**src/source/decode_pkg.sv**
```systemverilog
// shared opcode, format, exception cause and width definitions for the decode stage
`default_nettype none

package decode_pkg;

  localparam int XLEN    = 32;
  localparam int BPTAG_W = 16;
  localparam int ROBID_W = 8;
  localparam int RSOP_W  = 5;
  localparam int RETOP_W = 7;

  // major opcodes, instruction bits 6 to 2
  typedef enum logic [4:0] {
    OPC_LOAD       = 5'b00000,
    OPC_LOAD_FP    = 5'b00001,
    OPC_CUSTOM_0   = 5'b00010,
    OPC_MISC_MEM   = 5'b00011,
    OPC_OP_IMM     = 5'b00100,
    OPC_AUIPC      = 5'b00101,
    OPC_OP_IMM_32  = 5'b00110,
    OPC_48B_0      = 5'b00111,
    OPC_STORE      = 5'b01000,
    OPC_STORE_FP   = 5'b01001,
    OPC_CUSTOM_1   = 5'b01010,
    OPC_AMO        = 5'b01011,
    OPC_OP         = 5'b01100,
    OPC_LUI        = 5'b01101,
    OPC_OP_32      = 5'b01110,
    OPC_64B        = 5'b01111,
    OPC_MADD       = 5'b10000,
    OPC_MSUB       = 5'b10001,
    OPC_NMSUB      = 5'b10010,
    OPC_NMADD      = 5'b10011,
    OPC_OP_FP      = 5'b10100,
    OPC_RESERVED_0 = 5'b10101,
    OPC_CUSTOM_2   = 5'b10110,
    OPC_48B_1      = 5'b10111,
    OPC_BRANCH     = 5'b11000,
    OPC_JALR       = 5'b11001,
    OPC_RESERVED_1 = 5'b11010,
    OPC_JAL        = 5'b11011,
    OPC_SYSTEM     = 5'b11100,
    OPC_RESERVED_2 = 5'b11101,
    OPC_CUSTOM_3   = 5'b11110,
    OPC_80B        = 5'b11111
  } opcode_e;

  // one-hot instruction format
  typedef enum logic [6:0] {
    FMT_R       = 7'b1000000,
    FMT_I       = 7'b0100000,
    FMT_S       = 7'b0010000,
    FMT_B       = 7'b0001000,
    FMT_U       = 7'b0000100,
    FMT_J       = 7'b0000010,
    FMT_INVALID = 7'b0000001
  } fmt_e;

  typedef enum logic [1:0] {
    ECAUSE_IALIGN  = 2'd0,
    ECAUSE_IFAULT  = 2'd1,
    ECAUSE_ILLEGAL = 2'd2
  } ecause_e;

  typedef struct packed {
    fmt_e            fmt;
    logic [XLEN-1:0] imm;
    logic [4:0]      rs1;
    logic [4:0]      rs2;
    logic [4:0]      rd;
    logic            uses_rd;
    logic            uses_rs1;
    logic            uses_rs2;
    logic            uses_imm;
  } field_res_t;

  typedef struct packed {
    logic [RSOP_W-1:0]  rsop;
    logic [RETOP_W-1:0] retop;
    logic               is_load;
    logic               is_jalr;
    logic               is_auipc;
    logic               is_csr;
  } op_res_t;

endpackage

`default_nettype wire
```
**src/source/decode_slot_if.sv**
```systemverilog
// latched fetch slot, driven by the pipeline register and read by the decoders and issue logic
`timescale 1ns/10ps
`default_nettype none

interface decode_slot_if import decode_pkg::*; ();

  logic               valid;
  logic               error;
  logic [XLEN-1:1]    addr;
  logic [XLEN-1:0]    insn;
  logic [BPTAG_W-1:0] bptag;
  logic               bptaken;

  modport latch (
    output valid,
    output error,
    output addr,
    output insn,
    output bptag,
    output bptaken
  );

  modport sink (
    input valid,
    input error,
    input addr,
    input insn,
    input bptag,
    input bptaken
  );

endinterface

`default_nettype wire

```
**src/source/decode_unit.sv**
```systemverilog
// top of the RV32I decode stage, fetch in and rob plus rename out on plain ports
`timescale 1ns/10ps
`default_nettype none

module decode_unit import decode_pkg::*; (
  input  logic                 clk,
  input  logic                 arst_n_i,

  // fetch
  input  logic                 fetch_valid_i,
  input  logic                 fetch_error_i,
  input  logic [XLEN-1:1]      fetch_addr_i,
  input  logic [XLEN-1:0]      fetch_insn_i,
  input  logic [BPTAG_W-1:0]   fetch_bptag_i,
  input  logic                 fetch_bptaken_i,
  output logic                 decode_stall_o,

  output logic [XLEN-1:2]      decode_addr_o,
  output logic [5:0]           decode_rd_o,

  // rob
  output logic                 rob_valid_o,
  output logic                 decode_error_o,
  output ecause_e              decode_ecause_o,
  output logic [RETOP_W-1:0]   decode_retop_o,
  output logic [BPTAG_W-1:0]   decode_bptag_o,
  output logic                 decode_bptaken_o,
  output logic [XLEN-1:2]      decode_target_o,
  input  logic                 rob_flush_i,
  input  logic                 rob_full_i,
  input  logic [ROBID_W-1:0]   rob_robid_i,

  // rename
  output logic                 rename_valid_o,
  output logic [RSOP_W-1:0]    decode_rsop_o,
  output logic [ROBID_W-1:0]   decode_robid_o,
  output logic                 uses_rs1_o,
  output logic                 uses_rs2_o,
  output logic                 uses_imm_o,
  output logic                 uses_memory_o,
  output logic                 uses_pc_o,
  output logic                 csr_access_o,
  output logic [4:0]           decode_rs1_o,
  output logic [4:0]           decode_rs2_o,
  output logic [XLEN-1:0]      decode_imm_o,
  input  logic                 rename_stall_i
);

  logic       stall;
  field_res_t field_res;
  op_res_t    op_res;

  decode_slot_if slot_if ();

  assign decode_stall_o = stall;

  fetch_latch u_fetch_latch (
    .clk             (clk),
    .arst_n_i        (arst_n_i),
    .flush_i         (rob_flush_i),
    .stall_i         (stall),
    .fetch_valid_i   (fetch_valid_i),
    .fetch_error_i   (fetch_error_i),
    .fetch_addr_i    (fetch_addr_i),
    .fetch_insn_i    (fetch_insn_i),
    .fetch_bptag_i   (fetch_bptag_i),
    .fetch_bptaken_i (fetch_bptaken_i),
    .slot            (slot_if.latch)
  );

  field_decoder u_field_decoder (
    .slot    (slot_if.sink),
    .field_o (field_res)
  );

  op_decoder u_op_decoder (
    .slot    (slot_if.sink),
    .field_i (field_res),
    .op_o    (op_res)
  );

  decode_issue u_decode_issue (
    .slot             (slot_if.sink),
    .field_i          (field_res),
    .op_i             (op_res),
    .rob_full_i       (rob_full_i),
    .rename_stall_i   (rename_stall_i),
    .rob_robid_i      (rob_robid_i),
    .stall_o          (stall),
    .decode_addr_o    (decode_addr_o),
    .decode_rd_o      (decode_rd_o),
    .rob_valid_o      (rob_valid_o),
    .decode_error_o   (decode_error_o),
    .decode_ecause_o  (decode_ecause_o),
    .decode_retop_o   (decode_retop_o),
    .decode_bptag_o   (decode_bptag_o),
    .decode_bptaken_o (decode_bptaken_o),
    .decode_target_o  (decode_target_o),
    .rename_valid_o   (rename_valid_o),
    .decode_rsop_o    (decode_rsop_o),
    .decode_robid_o   (decode_robid_o),
    .uses_rs1_o       (uses_rs1_o),
    .uses_rs2_o       (uses_rs2_o),
    .uses_imm_o       (uses_imm_o),
    .uses_memory_o    (uses_memory_o),
    .uses_pc_o        (uses_pc_o),
    .csr_access_o     (csr_access_o),
    .decode_rs1_o     (decode_rs1_o),
    .decode_rs2_o     (decode_rs2_o),
    .decode_imm_o     (decode_imm_o)
  );

endmodule

`default_nettype wire

```
**src/source/decode_issue.sv**
```systemverilog
// merges slot state and decoder results into the rob and rename channels and the fetch stall
`timescale 1ns/10ps
`default_nettype none

module decode_issue import decode_pkg::*; (
  decode_slot_if.sink          slot,
  input  field_res_t           field_i,
  input  op_res_t              op_i,

  input  logic                 rob_full_i,
  input  logic                 rename_stall_i,
  input  logic [ROBID_W-1:0]   rob_robid_i,
  output logic                 stall_o,

  // shared by rob and rename
  output logic [XLEN-1:2]      decode_addr_o,
  output logic [5:0]           decode_rd_o,

  // rob channel
  output logic                 rob_valid_o,
  output logic                 decode_error_o,
  output ecause_e              decode_ecause_o,
  output logic [RETOP_W-1:0]   decode_retop_o,
  output logic [BPTAG_W-1:0]   decode_bptag_o,
  output logic                 decode_bptaken_o,
  output logic [XLEN-1:2]      decode_target_o,

  // rename channel
  output logic                 rename_valid_o,
  output logic [RSOP_W-1:0]    decode_rsop_o,
  output logic [ROBID_W-1:0]   decode_robid_o,
  output logic                 uses_rs1_o,
  output logic                 uses_rs2_o,
  output logic                 uses_imm_o,
  output logic                 uses_memory_o,
  output logic                 uses_pc_o,
  output logic                 csr_access_o,
  output logic [4:0]           decode_rs1_o,
  output logic [4:0]           decode_rs2_o,
  output logic [XLEN-1:0]      decode_imm_o
);

  assign stall_o = rob_full_i | rename_stall_i;

  assign decode_addr_o = slot.addr[XLEN-1:2];
  // bit 5 marks a dead destination
  assign decode_rd_o   = {~field_i.uses_rd, field_i.rd};

  assign rob_valid_o    = slot.valid;
  assign decode_error_o = slot.error | (field_i.fmt == FMT_INVALID);

  always_comb begin
    if (slot.error) begin
      decode_ecause_o = slot.addr[1] ? ECAUSE_IALIGN : ECAUSE_IFAULT;
    end else begin
      decode_ecause_o = ECAUSE_ILLEGAL;
    end
  end

  assign decode_retop_o   = op_i.retop;
  assign decode_bptag_o   = slot.bptag;
  assign decode_bptaken_o = slot.bptaken;

  // aligned pc plus imm, imm bits 1:0 cannot carry into bit 2
  assign decode_target_o = slot.addr[XLEN-1:2] + field_i.imm[XLEN-1:2];

  assign rename_valid_o = slot.valid & ~decode_error_o;
  assign decode_rsop_o  = op_i.rsop;
  assign decode_robid_o = rob_robid_i;
  assign uses_rs1_o     = field_i.uses_rs1;
  assign uses_rs2_o     = field_i.uses_rs2;
  assign uses_imm_o     = field_i.uses_imm;
  assign uses_memory_o  = op_i.is_load | (field_i.fmt == FMT_S);
  assign uses_pc_o      = (field_i.fmt == FMT_J) | op_i.is_jalr | op_i.is_auipc;
  assign csr_access_o   = op_i.is_csr;
  assign decode_rs1_o   = field_i.rs1;
  assign decode_rs2_o   = field_i.rs2;
  assign decode_imm_o   = field_i.imm;

endmodule

`default_nettype wire

```
**src/source/op_decoder.sv**
```systemverilog
// derives opcode class flags, reservation-station op and retire op of the latched instruction
`timescale 1ns/10ps
`default_nettype none

module op_decoder import decode_pkg::*; (
  decode_slot_if.sink      slot,
  input  field_res_t       field_i,
  output op_res_t          op_o
);

  opcode_e            opcode;
  logic [2:0]         funct3;
  logic [2:0]         brop;
  logic               is_r;
  logic               is_s;
  logic               is_b;
  logic               is_load;
  logic               is_jalr;
  logic               is_auipc;
  logic               is_csr;
  logic               is_complex;
  logic [RSOP_W-1:0]  rsop;
  logic [RETOP_W-1:0] retop;

  assign opcode = opcode_e'(slot.insn[6:2]);
  assign funct3 = slot.insn[14:12];

  // format comes from the field decoder
  assign is_r = (field_i.fmt == FMT_R);
  assign is_s = (field_i.fmt == FMT_S);
  assign is_b = (field_i.fmt == FMT_B);

  assign is_load  = (opcode == OPC_LOAD);
  assign is_jalr  = (opcode == OPC_JALR);
  assign is_auipc = (opcode == OPC_AUIPC);
  assign is_csr   = (opcode == OPC_SYSTEM) & (funct3[1:0] != 2'b00);

  // mul/div group of OP
  assign is_complex = is_r & slot.insn[25];

  // eq/ne map to 1xx, signed and unsigned compares keep funct3[2:1]
  assign brop = {~|funct3[2:1], funct3[2:1]};

  always_comb begin
    if (is_load | is_s) begin
      rsop = {1'b0, is_s, funct3};
    end else if (is_complex) begin
      rsop = {2'b11, funct3};
    end else if (is_jalr) begin
      rsop = 5'b10000;
    end else if (is_b) begin
      rsop = {2'b01, brop};
    end else begin
      rsop = {1'b0, is_r & slot.insn[30], funct3};
    end
  end

  assign retop = {is_b, funct3[0], is_jalr, is_s, funct3};

  assign op_o = '{
    rsop:     rsop,
    retop:    retop,
    is_load:  is_load,
    is_jalr:  is_jalr,
    is_auipc: is_auipc,
    is_csr:   is_csr
  };

endmodule

`default_nettype wire

```
**src/source/field_decoder.sv**
```systemverilog
// decodes format, immediate, register fields and operand usage of the latched instruction
`timescale 1ns/10ps
`default_nettype none

module field_decoder import decode_pkg::*; (
  decode_slot_if.sink      slot,
  output field_res_t       field_o
);

  opcode_e         opcode;
  logic [2:0]      funct3;
  logic [XLEN-1:0] insn;
  fmt_e            fmt;
  logic [XLEN-1:0] imm;
  logic            csr_imm;
  logic            is_r;
  logic            is_i;
  logic            is_s;
  logic            is_b;
  logic            is_u;
  logic            is_j;

  assign insn   = slot.insn;
  assign opcode = opcode_e'(insn[6:2]);
  assign funct3 = insn[14:12];

  // everything not listed is unimplemented
  always_comb begin
    fmt = FMT_INVALID;
    if (insn[1:0] == 2'b11) begin
      case (opcode)
        OPC_OP:       fmt = FMT_R;
        OPC_OP_IMM,
        OPC_LOAD,
        OPC_JALR,
        OPC_MISC_MEM,
        OPC_SYSTEM:   fmt = FMT_I;
        OPC_STORE:    fmt = FMT_S;
        OPC_BRANCH:   fmt = FMT_B;
        OPC_LUI,
        OPC_AUIPC:    fmt = FMT_U;
        OPC_JAL:      fmt = FMT_J;
        default:      fmt = FMT_INVALID;
      endcase
    end
  end

  assign is_r = (fmt == FMT_R);
  assign is_i = (fmt == FMT_I);
  assign is_s = (fmt == FMT_S);
  assign is_b = (fmt == FMT_B);
  assign is_u = (fmt == FMT_U);
  assign is_j = (fmt == FMT_J);

  always_comb begin
    case (fmt)
      FMT_I:   imm = {{(XLEN-12){insn[31]}}, insn[31:20]};
      FMT_S:   imm = {{(XLEN-12){insn[31]}}, insn[31:25], insn[11:7]};
      FMT_B:   imm = {{(XLEN-12){insn[31]}}, insn[7], insn[30:25], insn[11:8], 1'b0};
      FMT_U:   imm = {insn[31:12], 12'b0};
      FMT_J:   imm = {{(XLEN-20){insn[31]}}, insn[19:12], insn[20], insn[30:21], 1'b0};
      default: imm = '0;
    endcase
  end

  // csrrwi, csrrsi, csrrci carry a uimm in the rs1 field
  assign csr_imm = (opcode == OPC_SYSTEM) & funct3[2] & (funct3[1:0] != 2'b00);

  assign field_o = '{
    fmt:      fmt,
    imm:      imm,
    rs1:      insn[19:15],
    rs2:      insn[24:20],
    rd:       insn[11:7],
    uses_rd:  (is_r | is_i | is_u | is_j) & (insn[11:7] != 5'd0),
    uses_rs1: is_r | is_s | is_b | (is_i & ~csr_imm),
    uses_rs2: is_r | is_s | is_b,
    uses_imm: ~is_r & ~is_b
  };

endmodule

`default_nettype wire

```
**src/source/fetch_latch.sv**
```systemverilog
// decode pipeline register, holds the fetched slot under stall and drops it on flush
`timescale 1ns/10ps
`default_nettype none

module fetch_latch import decode_pkg::*; (
  input  logic               clk,
  input  logic               arst_n_i,
  input  logic               flush_i,
  input  logic               stall_i,

  input  logic               fetch_valid_i,
  input  logic               fetch_error_i,
  input  logic [XLEN-1:1]    fetch_addr_i,
  input  logic [XLEN-1:0]    fetch_insn_i,
  input  logic [BPTAG_W-1:0] fetch_bptag_i,
  input  logic               fetch_bptaken_i,

  decode_slot_if.latch       slot
);

  logic load_payload;

  // payload only moves on an accepted, valid fetch
  assign load_payload = ~stall_i & fetch_valid_i;

  // flush wins over stall
  always_ff @(posedge clk or negedge arst_n_i) begin
    if (!arst_n_i) begin
      slot.valid <= 1'b0;
    end else if (flush_i) begin
      slot.valid <= 1'b0;
    end else if (!stall_i) begin
      slot.valid <= fetch_valid_i;
    end
  end

  always_ff @(posedge clk) begin
    if (load_payload) begin
      slot.error   <= fetch_error_i;
      slot.addr    <= fetch_addr_i;
      slot.insn    <= fetch_insn_i;
      slot.bptag   <= fetch_bptag_i;
      slot.bptaken <= fetch_bptaken_i;
    end
  end

endmodule

`default_nettype wire

```
**config.mk**
```make
export PLATFORM = sky130hd
export DESIGN_NAME = decode_unit
export DESIGN_NICKNAME = d
export VERILOG_FILES = /design/src/source/decode_pkg.sv /design/src/source/decode_slot_if.sv /design/src/source/decode_unit.sv /design/src/source/decode_issue.sv /design/src/source/op_decoder.sv /design/src/source/field_decoder.sv /design/src/source/fetch_latch.sv
export SDC_FILE = /design/constraint.sdc
export NUM_CORES = 1
export LEC_CHECK = 0
export ABC_AREA = 0
export BUFFER_PORTS_ARGS = -buffer_cell sky130_fd_sc_hd__buf_2
export CORE_ASPECT_RATIO = 0.9
export CORE_MARGIN = 2
export CORE_UTILIZATION = 50
export DETAILED_ROUTE_END_ITERATION = 10
export PLACE_DENSITY = 0.93
export REMOVE_ABC_BUFFERS = 1
export SYNTH_ARGS = -nofsm -noshare
export SYNTH_HDL_FRONTEND = slang
export SYNTH_HIERARCHICAL = 1
export SYNTH_SLANG_ARGS = --single-unit
```
**constraint.sdc**
```tcl
create_clock -name clk -period 5.4 [get_ports clk]
set_input_delay 1.08 -clock clk [delete_from_list [all_inputs] [get_ports clk]]
set_output_delay 1.08 -clock clk [all_outputs]
set_load 0.02 [all_outputs]
```
==> metrics.md <==
| Metric | Value |
|---|---|
| Vias in the first global route | 5261 |
| Switching power | 487 uW |
| CTS tree | yes |
| Comb pwr share | 16.7% |
| Critical Path Fanout Max | 4 |
| Total core area | 12600 um^2 |
| Worst path max stage delay | 0.45 ns |
| Via count | 5464 |
| Final setup viols | 11 |
| Global-route wire length before repair | 26.9 mm |
| Final ANT Viol Nets | 0 |
| Synth Area in Simple Gates | 13.7% |
| Area delta synth->final | 23.2% |
| Kind of critical path | reg -> out |
| Cts bufs inserted | 9 |
| Worst slack at placement | -0.109 ns |
| Crit-path cells | buf_6 -> ha_4 -> o211ai_1 -> o31a_1 -> buf_4 -> nor2_4 -> o31ai_4 -> buf_4 -> a22o_1 -> ha_2 -> inv_2 -> fa_2 -> nand2b_4 -> a21oi_4 -> nand4_1 -> a2111oi_4 -> nor4_2 -> a2111oi_2 -> buf_4 |
| CTS Buffer Depth | 2 |
| Crit-path slowest cell | edfxtp_1 |
| Area share of the largest cell type after synthesis | 38.0% |
| Synth cell types | 74 |
| Row count | 39 |
| CP delay by family, top | compound AO/OA/AOI/OAI gates |
| Ys async rst share | 1.22% |
| Switching share of power | 29.2% |
| Drt via density | 5.79 |
| Clock latency on the worst-skew pair | 0.35 ns |
| Starting Density | 50.8% |
| RSZ-0062 raised after global routing | true |
| Fraction of layout instances using a drive strength above 1 | 52.0% |
| Yosys top cell by area | edfxtp_1 |
| Number of flops mapped to enable cells by yosys | 81 |
| Drc violations | 0 |
| Final GP Congestion | 1.00 |
| Prevailing post-synth register cell | edfxtp_1 |
| Post-Syn Area per Cell | 9.98 um^2 |
| Maxcap violations | 0 |
| Number of nets in the final layout | 902 |
| Final slew viol count | 0 |
| Die X | 123 um |
| Fin crit share | 106% |
| Reg2reg end | u_fetch_latch/slot.valid |
| Critical path arrival | 4.62 ns |
| Input/output buffers | 235 |
| Critical path buffers and inverters | 5 |
| IO Count | 252 |
| Post-synthesis mux area share | 0.841% |
| YS warnings | 6 |
| Power per cell area | 211 nW/um^2 |
| Detailed-route wire length | 19.1 mm |
| Adder-Cell Fraction of Synth Area | 6.57% |
| Hold Crit Class | in -> async |
| Setup TNS | -1.44 ns |
| H-tree lvl count | 3 |
| Post-Synth XOR/XNOR Area | 3.42% |
| Final core utilization | 62.6% |
| Post-place instance area | 6740 um^2 |
| Power share of the sequential group | 45.8% |
| Pre-Repair DR Iteration Count | 6 |
| Max rail drop VDD | 209 uV |
| GR Util All Layers | 25.7% |
| Overall Power | 1.67 mW |
| Die ar. | 13700 um^2 |
| Leak pwr | 3.50 nW |
| Max Freq | 175 MHz |
| Internal | 1.18 mW |
| First DRT Iteration DRCs | 463 |
| Total clock sinks | 82 |
| Final Cell Area | 7880 um^2 |
| WP depth | 19 |
| Max-slew headroom | 37.5% |
| Outcome | finished, violations left |
| Register area share after synthesis | 38.4% |
| Clock power frac | 37.6% |
| Setup crit start | u_fetch_latch/slot.insn[2] |
| Cells after Synth | 641 |
| Most frequent cell after synthesis | buf_4 |
| Grt total ovfl | 0 |
| Fin. Hold Viols | 0 |
| Most common cell on crit path | buf_4 |
| Final worst slack | -0.302 ns |
| Antenna violations before repair | 1 |
| Largest family of logic cells by synthesized area | buffers and inverters |
| Worst reg-to-reg path cell count | 2 |
| Hold buffers post-CTS | 0 |
| Post-Syn Area | 6400 um^2 |
| Reg-to-Reg Start | u_fetch_latch/slot.valid |
| Setup Skew | 0 ns |
| DP HPWL | 13.8 mm |
| Synth Register Bits | 82 |
| Drt wl/cell | 20.2 um |
| Worst reg-to-reg setup slack | 4.70 ns |
| Synth cell count leaders | buf_4 (145), edfxtp_1 (81), a21oi_1 (38) |
| Worst-path clk slew | 0.07 ns |
| Root buf cell | clkbuf_16 |
| Failing checks | negative setup slack |
| Worst setup EP type | output port |
| Crit path launch type | flip-flop |
| Top cells by area, synth | edfxtp_1 (38%), buf_4 (17%), ha_1 (6.3%) |
| Compound-Gate Fraction of Synth Area | 16.9% |
| Largest net degree at the start of global routing | 61 |
| Slew @ Worst Pin | 0.937 ns |
| Die Height | 111 um |
| Capture point of the worst path | decode_target_o[26] |
| Final critical-path required period | 5.70 ns |
| Required time worst endpoint | 4.32 ns |
==> sequential cells by signal (all words and copies together), names as in the netlist <==
| register | flops |
|---|---|
| u_fetch_latch/slot.valid | 1 |
| u_fetch_latch/slot.addr | 31 |
| u_fetch_latch/slot.bptaken | 1 |
| u_fetch_latch/slot.insn | 32 |
| u_fetch_latch/slot.error | 1 |
| u_fetch_latch/slot.bptag | 16 |
==> worst min-delay path by stage <==
| stage | slack, ns | endpoint | cells past startpoint | from |
|---|---|---|---|---|
| after floorplan | 0.65 | u_fetch_latch/slot.valid | 2 | u_fetch_latch/slot.valid |
| after global placement | 0.54 | u_fetch_latch/slot.valid | 2 | u_fetch_latch/slot.valid |
| after detailed placement | 0.57 | u_fetch_latch/slot.valid | 2 | u_fetch_latch/slot.valid |
| after CTS | 0.48 | u_fetch_latch/slot.valid | 1 | arst_n_i |
| after global routing | 0.48 | u_fetch_latch/slot.valid | 1 | arst_n_i |
| final | 0.49 | u_fetch_latch/slot.valid | 1 | arst_n_i |
==> cells by family after synthesis <==
logic type | count (synthesis)
multiplexers | 5
XOR/XNOR | 25
flip-flops | 82
AND/OR/NAND/NOR | 159
adder cells (fa/ha/maj) | 33
buffers and inverters | 188
AO/OA/AOI/OAI | 149
==> worst reg2reg max path: cells and delay by family, from the launching register on <==
family / cells / cell delay [ns]
simple gates: 1 / 0.06
mux: 1 / 0.14
flops: 1 / 0.40
==> power groups by stage <==
stage	sequential (mW)	clock, mW	combinational (mW)
after floorplan	0.796	0	0.109
after global placement	0.772	0	0.234
after detailed placement	0.773	0	0.240
after CTS	0.759	0.636	0.253
after global routing	0.765	0.661	0.296
final	0.762	0.626	0.278
==> cells in the final DEF (no fill, tap or decap), types with 4 or more instances in the layout <==
master     netlist  layout
ha_1            32      10
inv_8            0       4
clkbuf_16        0       9
xor2_1           8       6
nand3_1          8       7
nand4_1         12      12
nor3_1          13      10
nor2_1          31      27
and2_1           9       4
ha_4             0      15
buf_2            5     222
a31oi_1          6       4
nand2b_1         7       6
a21oi_4          1       4
nor2b_1          6       5
o211ai_1         7       7
buf_6            4       6
buf_4          145      59
nand2_1         37      36
a21o_1          15      15
and2_4           1       6
o21ai_0         22      14
ha_2             0       7
a21oi_2          0       7
a22o_1          16      16
inv_1           20      17
xnor2_1         17      15
a21oi_1         38      28
nor4_1           7       5
o21ai_1          0       4
edfxtp_1        81      81
==> stage by stage <==
step / instances / hold slack, ns
after global placement: 894 / 0.537
final: 944 / 0.486
after floorplan: 474 / 0.654
after CTS: 929 / 0.477
after detailed placement: 894 / 0.569
after global routing: 943 / 0.479
==> per-layer routing <==
metal	routed length [um]	track usage (%)	part of all wire (%)	vias up
li1	-	-	-	2484
met1	6890	29.1	36	2581
met2	9710	45.1	51	339
met3	1920	8.23	10	60
met4	580	8.71	3.0	0
met5	0	0	0	-
==> repair_timing <==
item                       4_1_cts  5_1_grt
setup endpoints to repair       19       19
cloned                           0        1
resized for setup               38       88
hold endpoints to repair         0        0
setup buffers                   19       13
pin swaps                       18       34
==> area by class of cell <==
class	instances	area (um^2)
fillers	983	4710
multi-input cells	372	3190
flip-flops and latches	82	2460
repair buffers	288	1640
clock buffers	9	225
well taps	164	205
inverters	21	80.1
clock inverters	7	78.8
diodes	1	2.50
Power figures use the tool's default switching activity.
